File: src/mem_pkg.sv
package mem_pkg;

    // AXI field types shared by both masters, the arbiter and the SRAM
    typedef logic [3:0] axi_id_t;
    typedef logic [7:0] axi_len_t;    // Beats minus one
    typedef logic [2:0] axi_size_t;
    typedef logic [1:0] axi_burst_t;
    typedef logic [1:0] axi_resp_t;

    localparam axi_resp_t resp_okay = 2'd0;
    localparam axi_resp_t resp_slverr = 2'd2;

    localparam axi_burst_t burst_incr = 2'd1;

    // Fixed ids per master, echoed back by the slave
    localparam axi_id_t fetch_id = 4'd0;
    localparam axi_id_t lsu_id = 4'd1;

    typedef enum logic {
        idle,
        work
    } arb_state_t;

    typedef enum logic [1:0] {
        m_idle,
        m_addr,
        m_data,
        m_resp
    } master_state_t;

endpackage
File: src/load_store_unit.sv
module load_store_unit #(
    parameter int data_width = 32,
    parameter int addr_width = 32
) (
    input  logic clock,
    input  logic reset,
    // Core command
    input  logic start,
    input  logic write,
    input  logic [addr_width-1:0] addr,
    input  logic [data_width-1:0] store_data,
    input  logic [data_width/8-1:0] store_strb,
    output logic req,
    // AXI master port
    output logic [addr_width-1:0] araddr, awaddr,
    output logic arvalid, rready, awvalid, wvalid, wlast, bready,
    output mem_pkg::axi_id_t arid, awid,
    output mem_pkg::axi_len_t arlen, awlen,
    output mem_pkg::axi_size_t arsize, awsize,
    output mem_pkg::axi_burst_t arburst, awburst,
    output logic [data_width-1:0] wdata,
    output logic [data_width/8-1:0] wstrb,
    input  logic arready, rvalid, rlast, awready, wready, bvalid,
    input  logic [data_width-1:0] rdata,
    input  mem_pkg::axi_resp_t rresp, bresp,
    input  mem_pkg::axi_id_t rid, bid,
    // Core result
    output logic [data_width-1:0] rdata_out,
    output logic err,
    output logic done,
    output logic busy
);
    localparam mem_pkg::axi_size_t word_size = mem_pkg::axi_size_t'($clog2(data_width / 8));

    mem_pkg::master_state_t state;
    logic is_write;
    logic [addr_width-1:0] addr_q;
    logic [data_width-1:0] data_q;
    logic [data_width/8-1:0] strb_q;
    logic addr_beat, w_beat, r_beat, b_beat;

    assign addr_beat = is_write ? awvalid && awready : arvalid && arready;
    assign w_beat = wvalid && wready;
    assign r_beat = rvalid && rready && rlast && rid == mem_pkg::lsu_id;
    assign b_beat = bvalid && bready && bid == mem_pkg::lsu_id;

    // Store walks aw, w, b in turn, load walks ar, r
    always_ff @(posedge clock) begin
        if (reset) begin
            state <= mem_pkg::m_idle;
        end else begin
            case (state)
                mem_pkg::m_idle: state <= start ? mem_pkg::m_addr : mem_pkg::m_idle;
                mem_pkg::m_addr: state <= addr_beat ? mem_pkg::m_data : mem_pkg::m_addr;
                mem_pkg::m_data: begin
                    if (w_beat) begin
                        state <= mem_pkg::m_resp;
                    end else if (r_beat) begin
                        state <= mem_pkg::m_idle;
                    end
                end
                mem_pkg::m_resp: state <= b_beat ? mem_pkg::m_idle : mem_pkg::m_resp;
            endcase
        end
    end

    always_ff @(posedge clock) begin
        if (state == mem_pkg::m_idle && start) begin    // Command latched once per access
            is_write <= write;
            addr_q <= addr;
            data_q <= store_data;
            strb_q <= store_strb;
        end
    end

    assign req = state != mem_pkg::m_idle;
    assign busy = state != mem_pkg::m_idle;

    assign arvalid = state == mem_pkg::m_addr && !is_write;
    assign awvalid = state == mem_pkg::m_addr && is_write;
    assign {araddr, awaddr} = {addr_q, addr_q};
    assign {arid, awid} = {mem_pkg::lsu_id, mem_pkg::lsu_id};
    assign {arlen, awlen} = '0;    // Single beat
    assign {arsize, awsize} = {word_size, word_size};
    assign {arburst, awburst} = {mem_pkg::burst_incr, mem_pkg::burst_incr};

    assign wvalid = state == mem_pkg::m_data && is_write;
    assign wdata = data_q;
    assign wstrb = strb_q;
    assign wlast = 1'b1;
    assign rready = state == mem_pkg::m_data && !is_write;
    assign bready = state == mem_pkg::m_resp;

    assign rdata_out = rdata;
    assign done = r_beat || b_beat;
    assign err = r_beat ? (rresp != mem_pkg::resp_okay)
                        : (b_beat && bresp != mem_pkg::resp_okay);

endmodule

File: config.mk
export PLATFORM = sky130hd
export DESIGN_NAME = load_store_unit
export DESIGN_NICKNAME = d
export VERILOG_FILES = /design/src/mem_pkg.sv /design/src/load_store_unit.sv
export SDC_FILE = /design/constraint.sdc
export NUM_CORES = 1
export LEC_CHECK = 0
export ABC_CLOCK_PERIOD_IN_PS = 5000
export BUFFER_PORTS_ARGS = -buffer_cell sky130_fd_sc_hd__buf_4
export CAP_MARGIN = 40
export CORE_AREA = 2 2 114 116
export CTS_BUF_LIST = sky130_fd_sc_hd__clkbuf_16
export DETAILED_ROUTE_END_ITERATION = 12
export DIE_AREA = 0 0 116 118
export PLACE_DENSITY = 0.58
export SKIP_LAST_GASP = 1
export SLEW_MARGIN = 15
export SYNTH_ARGS = -nofsm -noshare
export SYNTH_HDL_FRONTEND = slang
export SYNTH_SLANG_ARGS = --single-unit
File: constraint.sdc
create_clock -name clock -period 5 [get_ports clock]
set_input_delay 0 -clock clock [delete_from_list [all_inputs] [get_ports clock]]
set_output_delay 0 -clock clock [all_outputs]
set_load 0.01 [all_outputs]
# --- Word level (Yosys, flattened, before mapping) ---
# Index checks and enable logic that the tools add are counted.
op_classes:
  n_eq_ne: 6
  mux: 8
  n_reduce_logical: 20
ops:
  columns: ["operator", "n"]
  rows:
  - ["1-bit logical AND", 14]
  - ["4-bit by 1-bit == test with 1-bit output, second input constant", 2]
  - ["2-bit 2-to-1 mux", 4]
  - ["2-bit case mux with 4 select lines", 1]
  - ["2-bit nonzero test", 3]
  - ["2-bit == test, second input constant", 2]
  - ["1-bit 2-to-1 mux", 3]
  - ["3-bit != test, second input constant", 1]
  - ["2-bit by 1-bit == test with 1-bit output, second input constant", 1]
  - ["2-bit zero test", 1]
  - ["1-bit zero test", 1]
  - ["1-bit logical OR", 1]
totals:
  reg_bits: 71
  out_inout_bits: 176
  word_cells: 39

# --- Longest topological paths before layout ---
depth:
  ltp_word: 8
  ltp_mapped: 4

# --- Least setup slack after synthesis ---
# Ideal clock, no wire load.
synth_path:
  path_type: "register -> register"
  start: "register state[0]"
  end: "register addr_q[0], in the netlist araddr[0] (enable)"
  setup_ns: 0.496
  arrival_time_ns: 3.650
  required_time_ns: 4.504
  slack_ns: 0.854
  path_stages_with_launch: 4
  period_less_slack_ns: 4.146
  cell_sequence: "dfxtp_1 -> buf_2 -> or2_2 -> nor2_1"
synth_via:
  elab_chain_len: 2
synth_rtl:
  columns: ["item", "line", "source"]
  rows:
  - ["start: declaration", "load_store_unit.sv:35", "mem_pkg::master_state_t state;"]
  - ["start signal: assignment", "load_store_unit.sv:50", "state <= mem_pkg::m_idle;"]
  - ["start signal: assignment", "load_store_unit.sv:53", "mem_pkg::m_idle: state <= start ? mem_pkg::m_addr : mem_pkg::m_idle;"]
  - ["start signal: assignment", "load_store_unit.sv:54", "mem_pkg::m_addr: state <= addr_beat ? mem_pkg::m_data : mem_pkg::m_addr;"]
  - ["2-bit zero test", "load_store_unit.sv:68", "if (state == mem_pkg::m_idle && start) begin"]
  - ["1-bit logical AND", "load_store_unit.sv:68", null]
  - ["end signal: assignment", "load_store_unit.sv:70", "addr_q <= addr;"]
  - ["end: declaration", "load_store_unit.sv:37", "logic [addr_width-1:0] addr_q;"]
# Every way passes these cells.
# A chain may end at the register's enable or synchronous reset.

# --- Worst setup path after layout ---
layout_path:
  start: "register state[0]"
  end: "register addr_q[15], in the netlist araddr[15] (enable)"
# The elaborated chain is that of the path after synthesis.

==> results.ini <==
[setup_path]
max_stage_delay_ns=0.43
cp_cell_sequence=or2_2 -> nor2_4 -> buf_4
cp-end-kind=flip-flop
worst-path-buf-inv=1
cp_data_arrival_time_ns=1.95
slowest_stage=nor2_4
regToRegSetupSlack_ns=3.04
crit_family=simple AND/OR/NAND/NOR gates
critPathKind=reg2reg
worstPathRequired_ns=4.99
start_kind=flip-flop
crit_fanout=28

[route]
via_per_inst=3.67
first_pass_iters=4
wl_mm=8.70
vias=2181
wl_per_cell_microns=14.6
drt_iter0_drc=97
drtAntennaViolNets=0
drc=0

[clock_network]
cts_tree=done
clkTransAtPathRegs_ns=0.06
clk_latency_ns=0.33
cts_setup_buffers=0
h-tree-depth=3
cts_root_buffer=clkbuf_16
cts_sinks=71
clk_path_buf_depth=2
cts_buffers=9

[synth]
async_flop_share=0
yosysUniqueCellTypes=27
synthTopCellsByArea=edfxtp_1 (67%), buf_4 (25%), dfxtp_1 (1.3%)
synth_top_flop_cell=edfxtp_1
synth_seq_cells=71
seq_area_frac_synth=0.683
yosysTopAreaCell=edfxtp_1
syn_area_sq_um=3090
synth-edff-count=69
post_synth.cell_area_avg_sq_um=15.0
ys_warn_count=0
synth_top_area_frac=0.670
netlist_instances=206

[sta]
timing.final.crit_share=0.391
period_minus_slack_ns=1.96
worst_pin_slew_ns=0.532
timing.fmax_mhz=511
skew_ns=0.00381
drv_slew=0
hold_viol=0
rsz0062_at_grt=false
tns_ns=0
max_slew_margin=0.644
setup-violations-final=0

[power_and_ir_drop]
clkPwrFrac=0.352
p_per_area_nw_per_um2=315
seqPwrFrac=0.459
p_leak_nw=2.28
power.internal_w=0.00122
p_switching_w=0.000402
power_frac_comb=0.189
max-vdd-ir-drop_mv=0.209
swShare=0.247

[cells_and_area]
n_antenna_cell=0
fin_area_sq_um=5150
drive_gt1_frac=0.520
area_growth_syn_to_layout_pct=66.8
num-nets-final=540

[floorplan]
die_area_sq_um=13700
die_h_microns=118
die_w_microns=116
num_rows=41
core-area_sq_um=12400
ioPinCount=298
start_util=0.249

[global_routing]
antenna_found_initial=0
grt_pass1_wl_mm=12.9
grtUsageTotal=0.126
grt_pass1_vias=2339
grt_max_degree=29
grt.overflow.total=0

[placed_design]
hpwl_mm=6.19
port-buffer-count=198
globalplace.congestion=0.782
place_area_sq_um=4190

[run]
max_cap_violations=0

[hold_path]
min_path_type=in2out

[outcome]
status=finished clean

==> cells in the final DEF, fill, tap and decap left out, types with 2 or more instances in the layout <==
cell           count
conb_1            35
edfxtp_1          69
dfxtp_1            2
and2_1             2
dlygate4sd3_1     70
nor2_1             4
and3_1             2
nor3b_1            3
buf_4            199
clkinv_2           4
clkbuf_16          9
inv_1              3
==> timing repair <==
action | 4_1_cts | 5_1_grt
hold buffers | 70 | 0
resized for setup | 0 | 0
hold endpoints to repair | 71 | 0
==> path summary, 6_finish.rpt <==
| path | start | end | cells after the start |
|---|---|---|---|
| min | rdata[17] | rdata_out[17] | 0 |
| max | state[0]$_SDFFE_PP0P_ | araddr[15]$_DFFE_PP_ | 3 |
| max reg2reg | state[0]$_SDFFE_PP0P_ | araddr[15]$_DFFE_PP_ | 3 |
| min reg2reg | state[0]$_SDFFE_PP0P_ | state[0]$_SDFFE_PP0P_ | 2 |
==> power groups by stage <==
stage / Sequential (W) / Clock [W] / Combinational (W)
detailed placement: 0.000757 / 0 / 0.000263
global placement: 0.000757 / 0 / 0.000257
CTS: 0.000747 / 0.000581 / 0.000307
floorplan: 0.000778 / 0 / 0.000138
finish: 0.000746 / 0.000572 / 0.000308
global route: 0.000752 / 0.000607 / 0.000330
==> stage by stage <==
| step | instances | util | total power (W) | setup slack (ns) | hold WS (ns) |
|---|---|---|---|---|---|
| 2_1_floorplan | 239 | - | 0.000916 | 0.854 | 0.0918 |
| 3_3_place_gp | 508 | 0.336 | 0.00101 | 2.57 | 0.0000686 |
| 3_5_place_dp | 509 | 0.337 | 0.00102 | 3.05 | 0.0000686 |
| 4_1_cts | 595 | 0.415 | 0.00163 | 3.03 | 0.0000686 |
| 5_1_grt | 595 | 0.415 | 0.00169 | 2.91 | 0.0000279 |
| 6_report | 595 | 0.415 | 0.00163 | 3.04 | 0.00000447 |
==> flip-flops by register name, summed over array words and instances, names as in the netlist <==
name	flops
araddr	32
wdata	32
wstrb	4
state	2
is_write	1
==> routing by layer <==
metal | vias up | global-route usage | share of wire
li1 | 1007 | - | -
met1 | 991 | 0.122 | 0.33
met2 | 146 | 0.231 | 0.54
met3 | 37 | 0.0438 | 0.096
met4 | 0 | 0.0632 | 0.030
met5 | - | 0 | 0
==> cell type report <==
class,count,area [sq um]
Clock inverter,7,40.0
Timing Repair Buffer,270,2210
Tap cell,172,215
Clock buffer,9,225
Fill cell,1111,7260
Multi-Input combinational cell,63,335
Sequential cell,71,2110
Inverter,3,11.3
==> cell families after synthesis <==
logic type      after synthesis  share of synthesized area
flops                        71                      0.683
simple gates                 20                     0.0409
buf+inv                     105                      0.251
mux                           1                    0.00324
other cells                   2                    0.00243
compound gates                7                     0.0194
==> synth_stat cells (2+ instances only) <==
cell type	n
nor2_1	5
dfxtp_1	2
inv_1	2
edfxtp_1	69
and3_1	2
nor3b_1	3
and2_1	2
buf_4	101
conb_1	2
Power figures use the tool's default switching activity.
