`config.mk`:
```
export PLATFORM = sky130hd
export DESIGN_NAME = bus_arbiter
export DESIGN_NICKNAME = d
export VERILOG_FILES = /design/src/mem_pkg.sv /design/src/bus_arbiter.sv
export SDC_FILE = /design/constraint.sdc
export NUM_CORES = 1
export LEC_CHECK = 0
export ABC_AREA = 1
export ABC_CLOCK_PERIOD_IN_PS = 1260
export BUFFER_PORTS_ARGS = -buffer_cell sky130_fd_sc_hd__buf_2
export CORE_AREA = 2 2 224 226
export CTS_CLUSTER_DIAMETER = 30
export DETAILED_ROUTE_END_ITERATION = 6
export DIE_AREA = 0 0 226 228
export PLACE_DENSITY = 0.3
export SYNTH_ARGS = -nofsm -noshare
export SYNTH_HDL_FRONTEND = slang
export SYNTH_SLANG_ARGS = --single-unit
```
`constraint.sdc`:
```
create_clock -name clock -period 1.26 [get_ports clock]
set_input_delay 0.063 -clock clock [delete_from_list [all_inputs] [get_ports clock]]
set_output_delay 0.063 -clock clock [all_outputs]
set_load 0.05 [all_outputs]
```
`src/mem_pkg.sv`:
```
package mem_pkg;

    // AXI field types shared by both masters, the arbiter and the SRAM
    typedef logic [3:0] axi_id_t;
    typedef logic [7:0] axi_len_t;    // Beats minus one
    typedef logic [2:0] axi_size_t;
    typedef logic [1:0] axi_burst_t;
    typedef logic [1:0] axi_resp_t;

    localparam axi_resp_t resp_okay = 2'd0;
    localparam axi_resp_t resp_slverr = 2'd2;

    localparam axi_burst_t burst_incr = 2'd1;

    // Fixed ids per master, echoed back by the slave
    localparam axi_id_t fetch_id = 4'd0;
    localparam axi_id_t lsu_id = 4'd1;

    typedef enum logic {
        idle,
        work
    } arb_state_t;

    typedef enum logic [1:0] {
        m_idle,
        m_addr,
        m_data,
        m_resp
    } master_state_t;

endpackage
```
`src/bus_arbiter.sv`:
```
module bus_arbiter #(
    parameter int data_width = 32,
    parameter int addr_width = 32
) (
    input  logic clock,
    input  logic reset,
    input  logic ifu_req,
    input  logic lsu_req,

    // Fetch unit side
    input  logic [addr_width-1:0] ifu_araddr, ifu_awaddr,
    input  logic ifu_arvalid, ifu_rready, ifu_awvalid, ifu_wvalid, ifu_wlast, ifu_bready,
    input  mem_pkg::axi_id_t ifu_arid, ifu_awid,
    input  mem_pkg::axi_len_t ifu_arlen, ifu_awlen,
    input  mem_pkg::axi_size_t ifu_arsize, ifu_awsize,
    input  mem_pkg::axi_burst_t ifu_arburst, ifu_awburst,
    input  logic [data_width-1:0] ifu_wdata,
    input  logic [data_width/8-1:0] ifu_wstrb,
    output logic ifu_arready, ifu_rvalid, ifu_rlast, ifu_awready, ifu_wready, ifu_bvalid,
    output logic [data_width-1:0] ifu_rdata,
    output mem_pkg::axi_resp_t ifu_rresp, ifu_bresp,
    output mem_pkg::axi_id_t ifu_rid, ifu_bid,

    // Load/store unit side
    input  logic [addr_width-1:0] lsu_araddr, lsu_awaddr,
    input  logic lsu_arvalid, lsu_rready, lsu_awvalid, lsu_wvalid, lsu_wlast, lsu_bready,
    input  mem_pkg::axi_id_t lsu_arid, lsu_awid,
    input  mem_pkg::axi_len_t lsu_arlen, lsu_awlen,
    input  mem_pkg::axi_size_t lsu_arsize, lsu_awsize,
    input  mem_pkg::axi_burst_t lsu_arburst, lsu_awburst,
    input  logic [data_width-1:0] lsu_wdata,
    input  logic [data_width/8-1:0] lsu_wstrb,
    output logic lsu_arready, lsu_rvalid, lsu_rlast, lsu_awready, lsu_wready, lsu_bvalid,
    output logic [data_width-1:0] lsu_rdata,
    output mem_pkg::axi_resp_t lsu_rresp, lsu_bresp,
    output mem_pkg::axi_id_t lsu_rid, lsu_bid,

    // Shared port toward the memory
    output logic [addr_width-1:0] araddr, awaddr,
    output logic arvalid, rready, awvalid, wvalid, wlast, bready,
    output mem_pkg::axi_id_t arid, awid,
    output mem_pkg::axi_len_t arlen, awlen,
    output mem_pkg::axi_size_t arsize, awsize,
    output mem_pkg::axi_burst_t arburst, awburst,
    output logic [data_width-1:0] wdata,
    output logic [data_width/8-1:0] wstrb,
    input  logic arready, rvalid, rlast, awready, wready, bvalid,
    input  logic [data_width-1:0] rdata,
    input  mem_pkg::axi_resp_t rresp, bresp,
    input  mem_pkg::axi_id_t rid, bid
);
    mem_pkg::arb_state_t state;
    logic [1:0] req;
    logic [1:0] grant;    // One-hot, bit 0 is fetch
    logic active;
    logic sel_ifu;

    assign req = {lsu_req, ifu_req};
    assign active = state == mem_pkg::work;
    assign sel_ifu = grant[0];

    always_ff @(posedge clock) begin
        if (reset) begin
            state <= mem_pkg::idle;
            grant <= '0;
        end else if (state == mem_pkg::idle) begin
            if (|req) begin
                state <= mem_pkg::work;
                grant <= req & (~req + 2'd1);    // Lowest request wins
            end
        end else if ((rvalid && rready && rlast) || (bvalid && bready)) begin
            state <= mem_pkg::idle;
        end
    end

    // Address valids stay masked until the grant is registered
    assign arvalid = active && (sel_ifu ? ifu_arvalid : lsu_arvalid);
    assign awvalid = active && (sel_ifu ? ifu_awvalid : lsu_awvalid);

    assign {araddr, arid, arlen, arsize, arburst, rready} = sel_ifu
        ? {ifu_araddr, ifu_arid, ifu_arlen, ifu_arsize, ifu_arburst, ifu_rready}
        : {lsu_araddr, lsu_arid, lsu_arlen, lsu_arsize, lsu_arburst, lsu_rready};
    assign {awaddr, awid, awlen, awsize, awburst} = sel_ifu
        ? {ifu_awaddr, ifu_awid, ifu_awlen, ifu_awsize, ifu_awburst}
        : {lsu_awaddr, lsu_awid, lsu_awlen, lsu_awsize, lsu_awburst};
    assign {wvalid, wdata, wstrb, wlast, bready} = sel_ifu
        ? {ifu_wvalid, ifu_wdata, ifu_wstrb, ifu_wlast, ifu_bready}
        : {lsu_wvalid, lsu_wdata, lsu_wstrb, lsu_wlast, lsu_bready};

    // Loser sees no ready and no response
    assign {ifu_arready, ifu_awready} = (active && sel_ifu) ? {arready, awready} : '0;
    assign {lsu_arready, lsu_awready} = (active && grant[1]) ? {arready, awready} : '0;
    assign {ifu_rvalid, ifu_rdata, ifu_rresp, ifu_rlast, ifu_rid} = sel_ifu
        ? {rvalid, rdata, rresp, rlast, rid} : '0;
    assign {lsu_rvalid, lsu_rdata, lsu_rresp, lsu_rlast, lsu_rid} = grant[1]
        ? {rvalid, rdata, rresp, rlast, rid} : '0;
    assign {ifu_wready, ifu_bvalid, ifu_bresp, ifu_bid} = sel_ifu
        ? {wready, bvalid, bresp, bid} : '0;
    assign {lsu_wready, lsu_bvalid, lsu_bresp, lsu_bid} = grant[1]
        ? {wready, bvalid, bresp, bid} : '0;

endmodule

```
# Word-level counts from Yosys, hierarchy flattened
# Cells that the tools add are included.
# W data, S select, Z words.
dict set report classes {
  n_addsub 1
  mul 0
  div 0
  order_cmp 0
  n_eq_ne 0
  shifts 0
  muxes 14
  bitwise 3
  reduce_logical 10
}
# operator n
set op_table {}
lappend op_table {{$mux W40} 2}
lappend op_table {{$mux W50} 1}
lappend op_table {{$mux W49} 1}
lappend op_table {{$mux W39} 1}
lappend op_table {{$mux W8} 2}
lappend op_table {{$logic_and A1 B1 Y1} 7}
lappend op_table {{$mux W1} 5}
lappend op_table {{$mux W2} 2}
lappend op_table {{$add A2 B1 Y2 const B} 1}
lappend op_table {{$and A2 B2 Y2} 1}
lappend op_table {{$not A2 Y2} 1}
lappend op_table {{$reduce_and A2 Y1} 1}
lappend op_table {{$reduce_or A2 Y1} 1}
lappend op_table {{$logic_or A1 B1 Y1} 1}
lappend op_table {{$not A1 Y1} 1}
dict set report word_totals {
  ff_bits 3
  latchBits 0
  ramBits 0
  mem_bits_ro 0
  in_bits 334
  out_inout_bits 240
  word_cells 30
  mem_count 0
}

# Logic depth before layout (Yosys ltp)
dict set report logic_depth {
  depth_word 6
  ltp_mapped 7
  ltp_nobuf 6
}

# Least setup slack after synthesis
# No wires, ideal clock.
dict set report synth_timing {
  path_type {reg-to-output}
  from {reg grant[0]}
  to {out ifu_arready}
  arrival_time_ns 1.742
  required_ns 1.197
  slack_ns -0.545
  stages_incl_launch_ff 5
  cell_sequence {dfxtp_1 > buf_4 > inv_4 > buf_2 > nor3_1}
}
dict set report synth_between {
  elab_chain_len 2
}
# element line
set synth_rtl {}
lappend synth_rtl {{start, declared} bus_arbiter.sv:54} ;# logic [1:0] grant;
lappend synth_rtl {{start signal, assigned} bus_arbiter.sv:69} ;# grant <= req & (~req + 2'd1);
lappend synth_rtl {{$logic_and A1 B1 Y1} bus_arbiter.sv:91} ;# assign {ifu_arready, ifu_awready} = (active && sel_ifu) ? {arready, awready} : '0;
lappend synth_rtl {{$mux W2} bus_arbiter.sv:91}
lappend synth_rtl {{end, declared} bus_arbiter.sv:19} ;# output logic ifu_arready, ifu_rvalid, ifu_rlast, ifu_awready, ifu_wready, ifu_bvalid,
# Every way passes these cells.

# Worst setup path after layout
dict set report layout_timing {
  from {reg grant[0]}
  to {out bready}
}
dict set report layout_between {
  elab_chain_len 1
}
# element line
set layout_rtl {}
lappend layout_rtl {{$mux W39} bus_arbiter.sv:87} ;# ? {ifu_wvalid, ifu_wdata, ifu_wstrb, ifu_wlast, ifu_bready}
lappend layout_rtl {{end, declared} bus_arbiter.sv:40} ;# output logic arvalid, rready, awvalid, wvalid, wlast, bready,
# Every way passes these cells.

==> out/results.ini <==
[cells_and_area]
synthToLayoutAreaGrowth_pct=200
multiInputGateArea_um2=2140
fin_util_pct=16.8
drive_gt1_share_pct=53.0
n_fill_cell=5743
seqCellArea_um2=68.8
final_cells=1934
layout_common_cells=489 x nand2_1, 368 x buf_2, 108 x buf_6, 91 x inv_1, 79 x buf_4
final_common_cell=nand2_1
final_net_count=1596

[floorplan]
core_um2=49300
die_w_um=226
fp-row-count=82
die_h_um=228
io_pins=574
die-area_um2=51500
start_util_pct=5.59

[critical_path]
ff2ff_path_depth=7
critPathMaxStageDelay_ps=380
critical_path.max_fanout=22
r2r_setup_slack_ps=-40
reg2reg_from=grant[0]
crit_type=register to output pin
endpoint_kind=output pin
critPathSlowestCell=dfxtp_4
endpoint=bready
critPathLaunchType=register
worstSetupStartpoint=grant[0]
crit_chain=inv_8 -> buf_12 -> nand2_1 -> and2_1 -> clkbuf_4
reg2reg_to=active
cp.arrival_ps=1410
critPathRequiredTime_ps=1200

[synth]
ys_types=15
synth_warnings=0
postSynthCellCount=680
syn_avg_cell_area_um2=4.06
synth_area_um2=2760
synth_fp_nets=1014
synth-seq-cells=3
synth-seq-area-share_pct=2.18

[placed_design]
gp_congestion=0.847
portBuffers=573
dp_hpwl_um=20800
place_inst=1913

[clock_tree]
hold_buffers=0
cts_root_buffer=clkbuf_16
insertion_delay_ps=220
numCtsBuffers=3
tritoncts=done
cts_buffer_depth=2
cts.clk_slew.worst_paths_ps=30
cts.sinks=3
h-tree-depth=1

[route]
via_count=6092
drt_iter0_drc=169
drt-pass1-iter-count=4
routed_via_density=3.15
wl_um=26300
wire_per_inst_um=13.6
drcViolationCount=0
antenna_left=0

[timing]
setup_slack_ps=-209
hold_viol_final=0
drv_slew=0
hold-worst-slack_ps=32.3
worstMarginPinSlew_ps=273
finalSetupViolCount=234
layout_min_cycle_time_ps=1470
skew_ps=1.59
relSlewSlack_pct=81.6
rsz0062_at_grt=yes
finalCritPeriodShare_pct=117
fmax_mhz=681

[power]
power_density_nw_per_um2=750
p_comb_share_pct=90.0
switchingPower_w=0.00370
p_sw_share_pct=59.5
seqPwrFrac_pct=2.0
clkPwrFrac_pct=8.0
p_leak_nw=5.43
ir_drop_uv=315
intPower_w=0.00252

[outcome]
status=finished with violations
failed_checks=setup timing

[grt]
antenna_found_initial=3
overflow=0
track_usage_pct=8.49
grt_pass1_wl_um=32800
first_global_vias=5690
grt_max_degree=51

[job]
cap_viol_max_count=0

[worst_hold_path]
hold_path_class=input pin to register

## critical path: cells and delay by family (launching register included)
| kind | cells | cell delay, ps |
|---|---|---|
| buffers and inverters | 3 | 550 |
| and+or+nand+nor | 2 | 250 |
| DFF | 1 | 380 |
## routing by layer
layer | up-vias | global-route usage [%] | part of all wire, %
li1 | 3092 | - | -
met1 | 2618 | 7.76 | 33
met2 | 354 | 17.9 | 55
met3 | 24 | 2.10 | 8.7
met4 | 4 | 2.38 | 2.5
met5 | - | 0 | 0.091
## flip-flops by register name (all words and copies together) (netlist names)
register and flops:
active 1, grant 2
## how the worst min path moves through the flow
stage | startpoint | to | cells after the start
6_report | reset | active | 2
5_1_grt | reset | active | 2
4_1_cts | reset | active | 2
3_5_place_dp | reset | active | 2
3_3_place_gp | reset | grant[1] | 2
2_1_floorplan | reset | active | 1
## Yosys cell counts, drive strengths merged
| cell type | instances | area (um^2) |
|---|---|---|
| and2 | 1 | 6.26 |
| o21ai | 3 | 15.0 |
| nor3b | 1 | 7.51 |
| nand2 | 513 | 1930 |
| nor3 | 4 | 20.0 |
| a21oi | 3 | 15.0 |
| dfxtp | 3 | 60.1 |
| clkbuf | 1 | 3.75 |
| nor2 | 4 | 15.0 |
| buf | 41 | 289 |
| nand3 | 2 | 10.0 |
| inv | 104 | 393 |
## power by group through the flow
stage / combinational, W / sequential, W / clock (W)
2_1_floorplan: 0.00306 / 0.000108 / 0
3_3_place_gp: 0.00474 / 0.000118 / 0
3_5_place_dp: 0.00471 / 0.000118 / 0
4_1_cts: 0.00519 / 0.000125 / 0.000508
5_1_grt: 0.00590 / 0.000129 / 0.000522
6_report: 0.00559 / 0.000127 / 0.000498
## area by class of cell
| class | instances | area share (%) |
|---|---|---|
| multi-input cells | 531 | 25.9 |
| inverters | 104 | 4.89 |
| well taps | 672 | 10.1 |
| repair buffers | 619 | 57.3 |
| flip-flops and latches | 3 | 0.830 |
| clock buffers | 4 | 0.951 |
| diodes | 1 | 0.0302 |
## repair_timing
action / in CTS / in global routing
endpoints found under the setup margin: 221 / 242
gates resized for setup: 208 / 210
pin swaps: 3 / 10
setup buffers: 6 / 4
cloned: 2 / 5
## metrics by stage
| stage | cell area (um^2) | total power (W) | TNS, ps | setup slack (ps) |
|---|---|---|---|---|
| after floorplan | 2800 | 0.00317 | -260 | -130 |
| final | 8290 | 0.00622 | -24460 | -209 |
| after global routing | 8290 | 0.00655 | -39690 | -277 |
| after global placement | 6770 | 0.00485 | -344 | -62.5 |
| after detailed placement | 6770 | 0.00483 | -480 | -58.0 |
| after CTS | 7580 | 0.00582 | -30930 | -231 |
## cells by family (layout without fill, tap and decap cells)
| logic type | Yosys count | count (layout) | synth area share, % |
|---|---|---|---|
| and+or+nand+nor | 525 | 525 | 71.9 |
| buffers and inverters | 146 | 727 | 24.8 |
| AOI/OAI and AO/OA | 6 | 6 | 1.09 |
| DFF | 3 | 3 | 2.18 |
| other | 0 | 1 | 0 |
(Power assumes the default switching activity.)
