### config.mk
export PLATFORM = sky130hd
export DESIGN_NAME = fetch_unit
export DESIGN_NICKNAME = d
export VERILOG_FILES = /design/src/mem_pkg.sv /design/src/fetch_unit.sv
export SDC_FILE = /design/constraint.sdc
export NUM_CORES = 1
export LEC_CHECK = 0
export BUFFER_PORTS_ARGS = -buffer_cell sky130_fd_sc_hd__buf_2
export CELL_PAD_IN_SITES_DETAIL_PLACEMENT = 1
export CELL_PAD_IN_SITES_GLOBAL_PLACEMENT = 2
export CORE_MARGIN = 2
export CORE_UTILIZATION = 19
export CTS_CLUSTER_SIZE = 14
export DETAILED_ROUTE_END_ITERATION = 16
export PLACE_DENSITY_LB_ADDON = 0.1
export SYNTH_ARGS = -nofsm -noshare
export SYNTH_HDL_FRONTEND = slang
export SYNTH_SLANG_ARGS = --single-unit
export TNS_END_PERCENT = 1
### constraint.sdc
create_clock -name clock -period 6.9 [get_ports clock]
set_clock_uncertainty 0.1 [all_clocks]
set_input_delay 1.035 -clock clock [delete_from_list [all_inputs] [get_ports clock]]
set_output_delay 1.035 -clock clock [all_outputs]
set_load 0.01 [all_outputs]
### src/mem_pkg.sv
package mem_pkg;

    // AXI field types shared by both masters, the arbiter and the SRAM
    typedef logic [3:0] axi_id_t;
    typedef logic [7:0] axi_len_t;    // Beats minus one
    typedef logic [2:0] axi_size_t;
    typedef logic [1:0] axi_burst_t;
    typedef logic [1:0] axi_resp_t;

    localparam axi_resp_t resp_okay = 2'd0;
    localparam axi_resp_t resp_slverr = 2'd2;

    localparam axi_burst_t burst_incr = 2'd1;

    // Fixed ids per master, echoed back by the slave
    localparam axi_id_t fetch_id = 4'd0;
    localparam axi_id_t lsu_id = 4'd1;

    typedef enum logic {
        idle,
        work
    } arb_state_t;

    typedef enum logic [1:0] {
        m_idle,
        m_addr,
        m_data,
        m_resp
    } master_state_t;

endpackage
### src/fetch_unit.sv
module fetch_unit #(
    parameter int data_width = 32,
    parameter int addr_width = 32,
    parameter int line_words = 4
) (
    input  logic clock,
    input  logic reset,
    input  logic start,
    input  logic [addr_width-1:0] line_addr,
    output logic req,
    // Read address channel
    output logic [addr_width-1:0] araddr,
    output logic arvalid,
    input  logic arready,
    output mem_pkg::axi_id_t arid,
    output mem_pkg::axi_len_t arlen,
    output mem_pkg::axi_size_t arsize,
    output mem_pkg::axi_burst_t arburst,
    // Read data channel
    input  logic [data_width-1:0] rdata,
    input  mem_pkg::axi_resp_t rresp,
    input  logic rvalid,
    input  logic rlast,
    input  mem_pkg::axi_id_t rid,
    output logic rready,
    // Core side
    output logic [data_width-1:0] instr,
    output logic instr_valid,
    output logic done,
    output logic busy
);
    localparam mem_pkg::axi_size_t word_size = mem_pkg::axi_size_t'($clog2(data_width / 8));

    mem_pkg::master_state_t state;
    logic r_beat;

    assign r_beat = rvalid && rready && rid == mem_pkg::fetch_id;

    always_ff @(posedge clock) begin
        if (reset) begin
            state <= mem_pkg::m_idle;
        end else begin
            case (state)
                mem_pkg::m_idle: state <= start ? mem_pkg::m_addr : mem_pkg::m_idle;
                mem_pkg::m_addr: state <= arready ? mem_pkg::m_data : mem_pkg::m_addr;
                mem_pkg::m_data: state <= (r_beat && rlast) ? mem_pkg::m_idle : mem_pkg::m_data;
                default: state <= mem_pkg::m_idle;
            endcase
        end
    end

    always_ff @(posedge clock) begin
        if (state == mem_pkg::m_idle && start) begin
            araddr <= line_addr;
        end
    end

    assign req = state != mem_pkg::m_idle;    // Raised together with arvalid
    assign busy = state != mem_pkg::m_idle;

    // One incrementing burst covers the whole line
    assign arvalid = state == mem_pkg::m_addr;
    assign arid = mem_pkg::fetch_id;
    assign arlen = mem_pkg::axi_len_t'(line_words - 1);
    assign arsize = word_size;
    assign arburst = mem_pkg::burst_incr;
    assign rready = state == mem_pkg::m_data;

    // A faulted beat hands the core an all-zero word, which decodes as illegal
    assign instr = (rresp == mem_pkg::resp_okay) ? rdata : '0;
    assign instr_valid = r_beat;
    assign done = r_beat && rlast;

endmodule

Word level (Yosys, flattened, before mapping)
Index checks and enable logic that the tools add are counted.
{ "totals": {"elab_cells": 17, "output_inout_bits": 87, "regBits": 34, "in_bits": 76} }
{ "classes": {"n_mux": 5, "n_eq_ne": 2, "reduce_logical": 8} }
{ "ops": {"columns": ["cell", "count"], "rows": [
  ["$mux W32", 1],
  ["$pmux W2 S3", 1],
  ["$logic_and A1 B1 Y1", 4],
  ["$logic_not A2 Y1", 2],
  ["$logic_not A4 Y1", 1],
  ["$mux W2", 2],
  ["$eq A2 B1 Y1 const B", 1],
  ["$eq A2 B2 Y1 const B", 1],
  ["$reduce_bool A2 Y1", 1],
  ["$mux W1", 1]
]} }

Longest topological paths before layout
Gate-level depths: netlist of run 1.
{ "logic_depth": {"ltp_word": 6, "mapped_depth": 3, "mapped_depth_nobuf": 3} }

Worst setup path after synthesis of run 1
Ideal clock, no wire load.
{ "synth_path": {"path_type": "input-to-reg", "start": "input start", "end": "register araddr[0] (enable)", "cell_stages": 2, "n_path_buf": 0, "path_slack_ns": 3.945, "required_time_ns": 6.379, "setup_ns": 0.421, "arrival_time_ns": 2.434, "path_cell_list": "inv_1 nor2_1"} }
{ "synth_via": {"elab_chain_len": 1} }
{ "synth_lines": {"columns": ["element", "line_no", "rtl"], "rows": [
  ["start: declaration", "fetch_unit.sv:8", "input logic start,"],
  ["$logic_and A1 B1 Y1", "fetch_unit.sv:53", "if (state == mem_pkg::m_idle && start) begin"],
  ["end signal: assignment", "fetch_unit.sv:54", "araddr <= line_addr;"],
  ["end: declaration", "fetch_unit.sv:12", "output logic [addr_width-1:0] araddr,"]
]} }
Every way passes these cells.
A chain may end at the register's enable or synchronous reset.

Worst setup path after layout of run 1
{ "layout_path": {"start": "input rid[2]", "end": "output done"} }
{ "layout_via": {"elab_chain_len": 3} }
{ "layout_lines": {"columns": ["element", "line_no", "rtl"], "rows": [
  ["start: declaration", "fetch_unit.sv:24", "input mem_pkg::axi_id_t rid,"],
  ["$logic_not A4 Y1", "fetch_unit.sv:37", "assign r_beat = rvalid && rready && rid == mem_pkg::fetch_id;"],
  ["$logic_and A1 B1 Y1", "fetch_unit.sv:37", null],
  ["$logic_and A1 B1 Y1", "fetch_unit.sv:72", "assign done = r_beat && rlast;"],
  ["end: declaration", "fetch_unit.sv:29", "output logic done,"]
]} }
Every way passes these cells.

==> out/results.tsv, run 1 <==
stage	metric	value	unit
logic_synthesis	synth_sequential_area_ratio	0.672	
place	place_inst	347	
global_route	grt_pass1_wl	5.96	mm
flow_run	max-cap-violations	0	
logic_synthesis	yosysTopAreaCellShare	0.645	
status	run_status	complete, no violations	
timing	max_freq	0.341	GHz
detailed_routing	drc_violations_left	0	
global_route	grt_pass1_vias	1200	
detailed_routing	post_dr_wirelength_cell	11.6	um
power	power_switching	119	uW
cts	clock-root-buffer	clkbuf_8	
power	share_comb_of_total_power	0.155	
logic_synthesis	post_synth_inst_count	105	
logic_synthesis	post_synth_most_frequent_cells	33 x and2_1, 32 x edfxtp_1, 18 x buf_4	
cts	cts_buffers	5	
cts	max-clock-path-buffers	2	
logic_synthesis	synth_flop_cell	edfxtp_1	
global_route	grt_start_max_net_pins	33	
logic_synthesis	post-synth-top-area-cell	edfxtp_1	
floorplanning	initial_core_util	0.195	
cells_and_area	num_antenna_cells	0	
global_route	gr-total-overflow	0	
cts	cts.hold.buffers_added	0	
floorplanning	core-area	7650	um^2
logic_synthesis	synth_top_cells_by_area	edfxtp_1 65%, and2_1 14%, buf_4 9.1%	
floorplanning	floorplan.rows	32	
detailed_routing	detail_route.iter0.violations	6	
cells_and_area	drive_gt1_frac	0.628	
detailed_routing	firstDrtPassIters	3	
logic_synthesis	synth_edf_count	32	
cts	tritoncts	yes	
timing	timing.hold.ws	0.488	ns
logic_synthesis	synth_seq_cells	34	
worst_setup_path	path_class	input port to output port	
detailed_routing	vias_per_cell	3.57	
floorplanning	boundaryPins	163	
detailed_routing	antenna_violating_nets_post_route	0	
timing	timing.final.crit_share	0.424	
timing	setup-violations-final	0	
logic_synthesis	asr_flop_ratio_synth	0	
timing	slew_violations	0	
global_route	antenna_found_initial	0	
worst_setup_path	timing.critical_path.to_type	output port	
place	post_dp_hpwl	3.46	mm
floorplanning	horizontal_extent_of_the_die	92.5	um
detailed_routing	vias	1266	
place	numPortBuffers	145	
min_path	worst_hold_path_type	register to register	
cts	clk_pin_slew	0.06	ns
worst_setup_path	worstPathRequired	5.76	ns
logic_synthesis	yosys.cell_count.top_type	and2_1	
power	power.switching_fraction	0.235	
power	pwr_density_cell	212	nW/um^2
cts	clock_sink_count	34	
floorplanning	fp.dieArea	8560	um^2
logic_synthesis	postSynthAreaPerCell	14.2	um^2
timing	time_the_worst_path_needs_with_i_o_delays_and_setup	2.93	ns
logic_synthesis	synth.yosys.warnings	0	
place	gp_congestion	0.655	
power	leakage	0.00120	uW
logic_synthesis	netlist_area	1490	um^2
power	power_frac_clock	0.354	
timing	final_hold_viol_count	0	
power	seq_power_share	0.491	
cts	insertion_delay	0.27	ns
floorplanning	die_height	92.5	um
worst_setup_path	worst-endpoint-arrival	1.79	ns
cts	h-tree-depth	2	
timing	worst-slew-pin-transition	0.869	ns
timing	finalSetupTns	0	ns
cells_and_area	finish.cell_count_without_fillers	355	
power	pint	386	uW
cts	cts_setup_buffers	0	
power	max-vdd-ir-drop	0.0000652	V
worst_setup_path	critPathLaunchType	input port	
worst_setup_path	worstPathMaxFanout	2	
timing	slew-limit-headroom	0.420	
cells_and_area	area_growth	59.6	%
global_route	all_layer_gr_usage	0.0911	
cells_and_area	layout.nets	328	
timing	setup_repair_after_global_routing_missed_its_margin	no	
detailed_routing	detail_route.wirelength	4.13	mm
logic_synthesis	post_synth_num_cell_types	17	
cts	cts_resized	0	
==> through the flow <==
stage,worst slack [ns],cell area [um^2],utilization,total power [uW]
finish,3.97,2380,0.311,504
global route,3.89,2380,0.311,531
CTS,3.96,2380,0.311,517
detailed placement,3.96,2270,0.296,332
global placement,3.96,2270,0.296,332
floorplan,3.95,1550,-,294
==> area by class of cell <==
cell class	count	area [um^2]
clock buffer	5	68.8
clock inverter	3	40.0
fill	912	5270
inverter	2	7.51
multi-input combinational	63	398
sequential	34	1000
tap	102	128
timing repair buffer	146	733
==> power groups by stage <==
stage | Clock (uW) | Sequential (uW) | Combinational [uW]
floorplan | 0 | 260 | 33.8
global placement | 0 | 252 | 80.4
detailed placement | 0 | 252 | 80.3
CTS | 189 | 248 | 80.4
global route | 196 | 249 | 86.3
finish | 179 | 247 | 78.2
==> cell usage in the layout, fill, tap and decap left out, drive strengths merged <==
cell	n
buf	146
and2	33
edfxtp	32
conb	17
clkbuf	5
nor2	4
inv	2
clkinv	2
dfxtp	2
nor4	2
nand4bb	1
nand2b	1
or2	1
mux2i	1
nand3	1
o41ai	1
nor2b	1
bufinv	1
==> logic make-up (layout without fill, tap and decap cells) <==
family,after synthesis,in the layout,share of synthesized area
AO/OA/AOI/OAI,1,1,0.0109
buffers and inverters,23,156,0.103
other,2,17,0.00504
AND/OR/NAND/NOR,44,44,0.202
flip-flops,34,34,0.672
multiplexers,1,1,0.00672
==> registers in the layout, summed over array words and instances (netlist names) <==
register  cells
araddr       32
state         2
==> metal layers <==
metal,vias up,track usage,wire (um)
met3,4,0.0472,634
met4,0,0.0373,51
met2,105,0.146,1890
li1,610,-,-
met5,-,0,0
met1,547,0.102,1550
==> final timing paths <==
check,start,to,slack (ns),cells after the start
worst max-delay path,rid[2],done,3.97,4
worst min-delay path,state[0]$_SDFF_PP0_,state[1]$_SDFF_PP0_,0.49,2
worst max register to register,state[1]$_SDFF_PP0_,araddr[31]$_DFFE_PN_,5.03,2
worst min register to register,state[0]$_SDFF_PP0_,state[1]$_SDFF_PP0_,0.49,2
==> critical path: stages <==
cell and delay (ns):
buf_2 0.09, nand4bb_4 0.22, nor4_4 0.26, buf_2 0.18
No activity file was read; power rests on OpenSTA's default activity.
==> run 2: changes to the inputs <==
--- a/config.mk
+++ b/config.mk
@@ -9,7 +9,7 @@
 export CELL_PAD_IN_SITES_DETAIL_PLACEMENT = 1
 export CELL_PAD_IN_SITES_GLOBAL_PLACEMENT = 2
 export CORE_MARGIN = 2
-export CORE_UTILIZATION = 19
+export CORE_UTILIZATION = 16
 export CTS_CLUSTER_SIZE = 14
 export DETAILED_ROUTE_END_ITERATION = 16
 export PLACE_DENSITY_LB_ADDON = 0.1
==> constraint.sdc (replaced) <==
create_clock -name clock -period 2.4 [get_ports clock]
set_clock_uncertainty 0.1 [all_clocks]
set_input_delay 0.36 -clock clock [delete_from_list [all_inputs] [get_ports clock]]
set_output_delay 0.36 -clock clock [all_outputs]
set_load 0.01 [all_outputs]
==> out/results.tsv, run 2 (synthesized netlist as in run 1, its figures left out) <==
stage	metric	value	unit	change
detailed_routing	detail_route.iter0.violations	24		+18
power	power.switching_fraction	0.242		+0.00720
timing	setup-violations-final	0		unchanged
timing	time_the_worst_path_needs_with_i_o_delays_and_setup	1.81	ns	
detailed_routing	firstDrtPassIters	4		+1
power	leakage	0.00118	uW	-1.4%
global_route	antenna_found_initial	0		unchanged
flow_run	max-cap-violations	0		unchanged
cells_and_area	drive_gt1_frac	0.623		-0.00544
global_route	grt_start_max_net_pins	33		unchanged
cells_and_area	finish.cell_count_without_fillers	363		+2.3%
worst_setup_path	path_cells	nand4bb_4 > nor4_4 > buf_2		
worst_setup_path	r2r-end	araddr[28]$_DFFE_PN_		
detailed_routing	post_dr_wirelength_cell	11.5	um	-1.1%
cells_and_area	most-common-layout-cells	145 x buf_2, 33 x and2_1, 32 x edfxtp_1		
detailed_routing	vias	1311		+3.6%
cells_and_area	layout_top_registers	araddr: 32 flops, state: 2 flops		
worst_setup_path	critPathLaunchType	register		
timing	finalSetupTns	0	ns	unchanged
power	power_frac_clock	0.284		-0.070
floorplanning	core-area	9150	um^2	+20%
detailed_routing	vias_per_cell	3.61		+1.3%
cts	max-clock-path-buffers	2		unchanged
place	gp_congestion	0.642		-2.0%
worst_setup_path	worst-r2r-setup-slack	0.78	ns	-4.25 ns
cells_and_area	mostFrequentLayoutCell	buf_2		
cells_and_area	regMostFlops	araddr		
worst_setup_path	timing.critical_path.max_delay_family	simple AND/OR/NAND/NOR gates		
global_route	all_layer_gr_usage	0.0766		-0.0145
worst_setup_path	worstReg2RegStart	state[0]$_SDFF_PP0_		
cts	clock-root-buffer	clkbuf_8		
floorplanning	die_height	100	um	+8.6%
power	pint	994	uW	+160%
cts	clock_sink_count	34		unchanged
cells_and_area	num_antenna_cells	0		unchanged
worst_setup_path	worst_path_max_delay_cell	dfxtp_1		
min_path	worstHoldStart	line_addr[5]		
cells_and_area	largest_register_ff_count	32		unchanged
floorplanning	initial_core_util	0.163		-0.0320
power	share_comb_of_total_power	0.174		+0.019
min_path	hold_end	araddr[5]$_DFFE_PN_		
cts	cts_buffers	5		unchanged
place	numPortBuffers	145		unchanged
timing	final_hold_viol_count	0		unchanged
power	pwr_density_cell	557	nW/um^2	+160%
worst_setup_path	crit_path_start	state[0]$_SDFF_PP0_		
detailed_routing	drc_violations_left	0		unchanged
floorplanning	boundaryPins	163		unchanged
worst_setup_path	path_class	register to output port		
timing	slew_violations	0		unchanged
timing	setup_repair_after_global_routing_missed_its_margin	no		
min_path	hold_path_depth	1		-1
global_route	grt_pass1_vias	1268		+5.7%
cts	cts.hold.buffers_added	0		unchanged
cts	insertion_delay	0.27	ns	about the same
power	seq_power_share	0.542		+0.051
place	pre_cts_slack	0.757	ns	-3.21 ns
floorplanning	horizontal_extent_of_the_die	100	um	+8.6%
worst_setup_path	critPathMaxStageDelay	0.38	ns	+0.12 ns
cells_and_area	utilization	0.257		-0.0536
worst_setup_path	worstPathMaxFanout	7		+5
power	power_switching	318	uW	+170%
cts	cts_resized	0		unchanged
worst_setup_path	worstPathRequired	1.94	ns	-3.82 ns
cts	clk_pin_slew	0.06	ns	about the same
place	post_dp_hpwl	3.48	mm	+0.71%
status	run_status	complete, no violations		
timing	max_freq	0.553	GHz	
cts	tritoncts	yes		
detailed_routing	antenna_violating_nets_post_route	0		unchanged
cells_and_area	layout.nets	329		+0.30%
min_path	worst_hold_path_type	input port to register		
detailed_routing	detail_route.wirelength	4.18	mm	+1.1%
worst_setup_path	critPathBufInv	1		-1
floorplanning	fp.dieArea	10100	um^2	+18%
worst_setup_path	worst-endpoint-arrival	1.35	ns	-0.44 ns
place	place_inst	357		+2.9%
cts	h-tree-depth	2		unchanged
cts	cts_setup_buffers	0		unchanged
power	max-vdd-ir-drop	0.000141	V	+120%
timing	postLayoutSetupSlackWorst	0.592	ns	-3.38 ns
global_route	gr-total-overflow	0		unchanged
cells_and_area	area_growth	58.1	%	
global_route	grt_pass1_wl	6.00	mm	+0.70%
floorplanning	floorplan.rows	35		+9.4%
worst_setup_path	r2r.worst_path.cells	3		+1
worst_setup_path	timing.critical_path.to_type	output port		
timing	timing.final.crit_share	0.753		
==> run 2: layer usage <==
layer / track usage / vias to the layer above / wire [um]
met5: 0 / - / 0
li1: - / 610 / -
met1: 0.0862 / 571 / 1650
met4: 0.0316 / 0 / 70
met3: 0.0381 / 6 / 637
met2: 0.123 / 124 / 1820
==> run 2: per-stage QoR <==
step	hold slack (ns)	total power, uW	instance area (um^2)
5_1_grt	0.137	1390	2350
3_3_place_gp	0.436	960	2280
3_5_place_dp	0.438	957	2280
2_1_floorplan	0.359	845	1550
6_report	0.155	1310	2350
4_1_cts	0.141	1340	2350
==> run 2: cell type report <==
cell class | count | area (um^2)
inverters | 2 | 7.51
well taps | 111 | 139
clock buffers | 5 | 68.8
clock inverters | 1 | 3.75
repair buffers | 147 | 741
fillers | 1090 | 6800
multi-input cells | 63 | 393
flip-flops and latches | 34 | 1000
==> run 2: worst max-delay path by stage <==
| stage | end | cells after the start |
|---|---|---|
| finish | done | 3 |
| floorplan | araddr[0]$_DFFE_PN_ | 2 |
| CTS | done | 3 |
| global route | done | 3 |
| global placement | araddr[31]$_DFFE_PN_ | 3 |
| detailed placement | araddr[21]$_DFFE_PN_ | 3 |
==> run 2: power by group through the flow <==
| stage | registers, uW | logic (uW) | clock network [uW] |
|---|---|---|---|
| after floorplan | 747 | 98.0 | 0 |
| after global placement | 723 | 236 | 0 |
| after global routing | 715 | 253 | 422 |
| final | 711 | 228 | 372 |
| after detailed placement | 725 | 233 | 0 |
| after CTS | 712 | 233 | 396 |
==> run 3: changes to the inputs <==
--- a/config.mk
+++ b/config.mk
@@ -5,11 +5,12 @@
 export SDC_FILE = /design/constraint.sdc
 export NUM_CORES = 1
 export LEC_CHECK = 0
+export ABC_AREA = 1
 export BUFFER_PORTS_ARGS = -buffer_cell sky130_fd_sc_hd__buf_2
 export CELL_PAD_IN_SITES_DETAIL_PLACEMENT = 1
 export CELL_PAD_IN_SITES_GLOBAL_PLACEMENT = 2
 export CORE_MARGIN = 2
-export CORE_UTILIZATION = 16
+export CORE_UTILIZATION = 15
 export CTS_CLUSTER_SIZE = 14
 export DETAILED_ROUTE_END_ITERATION = 16
 export PLACE_DENSITY_LB_ADDON = 0.1
==> constraint.sdc (replaced) <==
create_clock -name clock -period 1.4 [get_ports clock]
set_clock_uncertainty 0.1 [all_clocks]
set_input_delay 0.21 -clock clock [delete_from_list [all_inputs] [get_ports clock]]
set_output_delay 0.21 -clock clock [all_outputs]
set_load 0.01 [all_outputs]
==> out/results.tsv, run 3 <==
stage	metric	value	unit	change
cells_and_area	finish.cell_count_without_fillers	456		+26%
floorplanning	boundaryPins	163		unchanged
logic_synthesis	synth_sequential_area_ratio	0.643		-0.0297
detailed_routing	antenna_violating_nets_post_route	0		unchanged
power	pwr_density_cell	868	nW/um^2	+56%
detailed_routing	firstDrtPassIters	4		unchanged
logic_synthesis	synth_seq_cells	34		unchanged
timing	setup_repair_after_global_routing_missed_its_margin	yes		
cts	clk_pin_slew	0.06	ns	about the same
timing	time_the_worst_path_needs_with_i_o_delays_and_setup	1.43	ns	
worst_setup_path	timing.critical_path.to_type	output port		
global_route	antenna_found_initial	0		unchanged
logic_synthesis	netlist_area	1560	um^2	+4.6%
floorplanning	initial_core_util	0.153		-0.00973
cells_and_area	num-fill-cells	1229		+13%
place	pre_cts_slack	0.0430	ns	-0.714 ns
detailed_routing	detail_route.wirelength	4.56	mm	+9.3%
floorplanning	die_height	106	um	+5.4%
worst_setup_path	critPathLaunchType	register		
power	max-vdd-ir-drop	0.000264	V	+87%
cts	clock_sink_count	34		unchanged
cts	insertion_delay	0.27	ns	about the same
timing	postLayoutSetupSlackWorst	-0.0316	ns	-0.624 ns
logic_synthesis	asr_flop_ratio_synth	0		unchanged
logic_synthesis	postSynthAreaPerCell	10.6	um^2	-25%
worst_setup_path	worst-endpoint-arrival	1.12	ns	-0.23 ns
cells_and_area	mostFrequentLayoutCell	buf_2		
cells_and_area	layout_top_registers	araddr: 32 flops, state: 2 flops		
status	failing_checks	setup timing		
min_path	worst_hold_path_type	input port to register		
power	leakage	0.00149	uW	+26%
cells_and_area	num_antenna_cells	0		unchanged
floorplanning	horizontal_extent_of_the_die	106	um	+5.4%
floorplanning	fp.dieArea	11200	um^2	+11%
place	numPortBuffers	145		unchanged
logic_synthesis	synth_edf_count	32		unchanged
global_route	gr-total-overflow	0		unchanged
floorplanning	core-area	10200	um^2	+11%
logic_synthesis	yosysTopAreaCellShare	0.617		-0.0285
timing	finalSetupTns	-0.0316	ns	-0.0316 ns
timing	max_freq	0.699	GHz	
global_route	grt_pass1_wl	6.82	mm	+14%
global_route	all_layer_gr_usage	0.0763		-0.000321
detailed_routing	post_dr_wirelength_cell	10.0	um	-13%
logic_synthesis	synth_top_cells_by_area	edfxtp_1 62%, inv_1 9.9%, buf_4 8.7%		
cts	h-tree-depth	2		unchanged
floorplanning	floorplan.rows	37		+5.7%
logic_synthesis	post-synth-top-area-cell	edfxtp_1		
logic_synthesis	post_synth_most_frequent_cells	41 x inv_1, 32 x edfxtp_1, 25 x nor2_1		
detailed_routing	vias	1516		+16%
detailed_routing	detail_route.iter0.violations	19		-21%
cells_and_area	area_growth	74.9	%	
cts	cts_buffers	5		unchanged
cells_and_area	utilization	0.267		+0.0103
cells_and_area	sequential_cell_area	1000	um^2	+0.25%
worst_setup_path	worstPathRequired	1.09	ns	-0.85 ns
cts	clock-root-buffer	clkbuf_8		
logic_synthesis	synth.yosys.warnings	0		unchanged
timing	slew_violations	0		unchanged
cts	max-clock-path-buffers	2		unchanged
place	gp_congestion	0.654		+2.0%
cells_and_area	largest_register_ff_count	32		unchanged
cells_and_area	regMostFlops	araddr		
worst_setup_path	worstPathMaxFanout	3		-4
flow_run	max-cap-violations	0		unchanged
global_route	grt_start_max_net_pins	19		-42%
cells_and_area	layout.nets	395		+20%
cts	tritoncts	yes		
cells_and_area	drive_gt1_frac	0.553		-0.0699
logic_synthesis	post_synth_inst_count	147		+40%
timing	timing.final.crit_share	1.02		
place	place_inst	426		+19%
detailed_routing	vias_per_cell	3.32		-7.9%
global_route	grt_pass1_vias	1471		+16%
logic_synthesis	post_synth_num_cell_types	13		-4
timing	final_hold_viol_count	0		unchanged
detailed_routing	drc_violations_left	0		unchanged
worst_setup_path	path_class	register to output port		
place	post_dp_hpwl	3.84	mm	+10%
status	run_status	finished, violations left		
timing	setup-violations-final	1		+1
cells_and_area	most-common-layout-cells	145 x buf_2, 38 x inv_1, 32 x edfxtp_1		
logic_synthesis	synth_flop_cell	edfxtp_1		
cells_and_area	multi_input_comb_area	298	um^2	-24%
logic_synthesis	yosys.cell_count.top_type	inv_1		
==> run 3: cell count changes in the layout (fill, tap and decap cells not counted), sizes merged, moves of 2 or more <==
| cell | previous run | this run |
|---|---|---|
| nand2 | 0 | 7 |
| dlygate4sd3 | 0 | 19 |
| nor2 | 4 | 35 |
| inv | 2 | 40 |
| a21oi | 0 | 2 |
| buf | 147 | 153 |
| and2 | 33 | 0 |
==> run 3: area by class of cell <==
cell class / instances / share of cell area
clock buffers: 6 / 0.0266
clock inverters: 2 / 0.00322
inverters: 41 / 0.0579
multi-input cells: 65 / 0.109
flip-flops and latches: 34 / 0.368
well taps: 136 / 0.0625
repair buffers: 172 / 0.372
==> run 3: metrics by stage <==
stage	hold WS [ns]	area [um^2]	total power [uW]
2_1_floorplan	0.179	1620	1470
3_3_place_gp	0.287	2410	1690
3_5_place_dp	0.289	2410	1680
4_1_cts	0.000256	2630	2390
5_1_grt	0.000907	2720	2510
6_report	0.0121	2720	2360
==> run 3: power breakdown <==
group	switching [uW]	leakage [uW]	total [uW]	internal, uW
logic	252	0.00112	492	240
registers	15.2	0.000323	1220	1200
clock network	315	0.0000426	656	341
total	583	0.00149	2360	1780
==> run 3: final timing paths <==
| check | from | end | slack, ns | depth (start not counted) |
|---|---|---|---|---|
| worst max-delay path | state[0]$_SDFF_PP0_ | instr_valid | -0.03 | 4 |
| worst min-delay path | line_addr[1] | araddr[1]$_DFFE_PN_ | 0.01 | 1 |
| worst max register to register | state[1]$_SDFF_PP0_ | araddr[9]$_DFFE_PN_ | 0.07 | 5 |
| worst min register to register | state[1]$_SDFF_PP0_ | state[1]$_SDFF_PP0_ | 0.51 | 4 |
==> run 3: worst max-delay path: stages, from the launching register on <==
cell and delay [ns]:
dfxtp_2 0.31, inv_2 0.06, nand2_4 0.05, nor4_2 0.24, buf_2 0.18
==> run 3: metal layers <==
metal	GRT usage	share of wire
met1	0.0900	0.42
met2	0.118	0.40
met3	0.0441	0.17
met4	0.0226	0.0099
met5	0	0
==> run 3: timing repair <==
action / CTS / global route
pin swaps: 1 / 2
endpoints found under the setup margin: 2 / 3
resized for setup: 3 / 4
hold buffers: 12 / 7
setup buffers: 1 / 2
hold endpoints to repair: 13 / 7
==> run 3: logic make-up (layout without fill, tap and decap cells) <==
family                 Yosys count  in the layout  share of synthesized area
buffers and inverters           63            221                      0.214
AO/OA/AOI/OAI                    2              2                    0.00643
AND/OR/NAND/NOR                 46             46                      0.132
flip-flops                      34             34                      0.643
other                            2             17                    0.00482
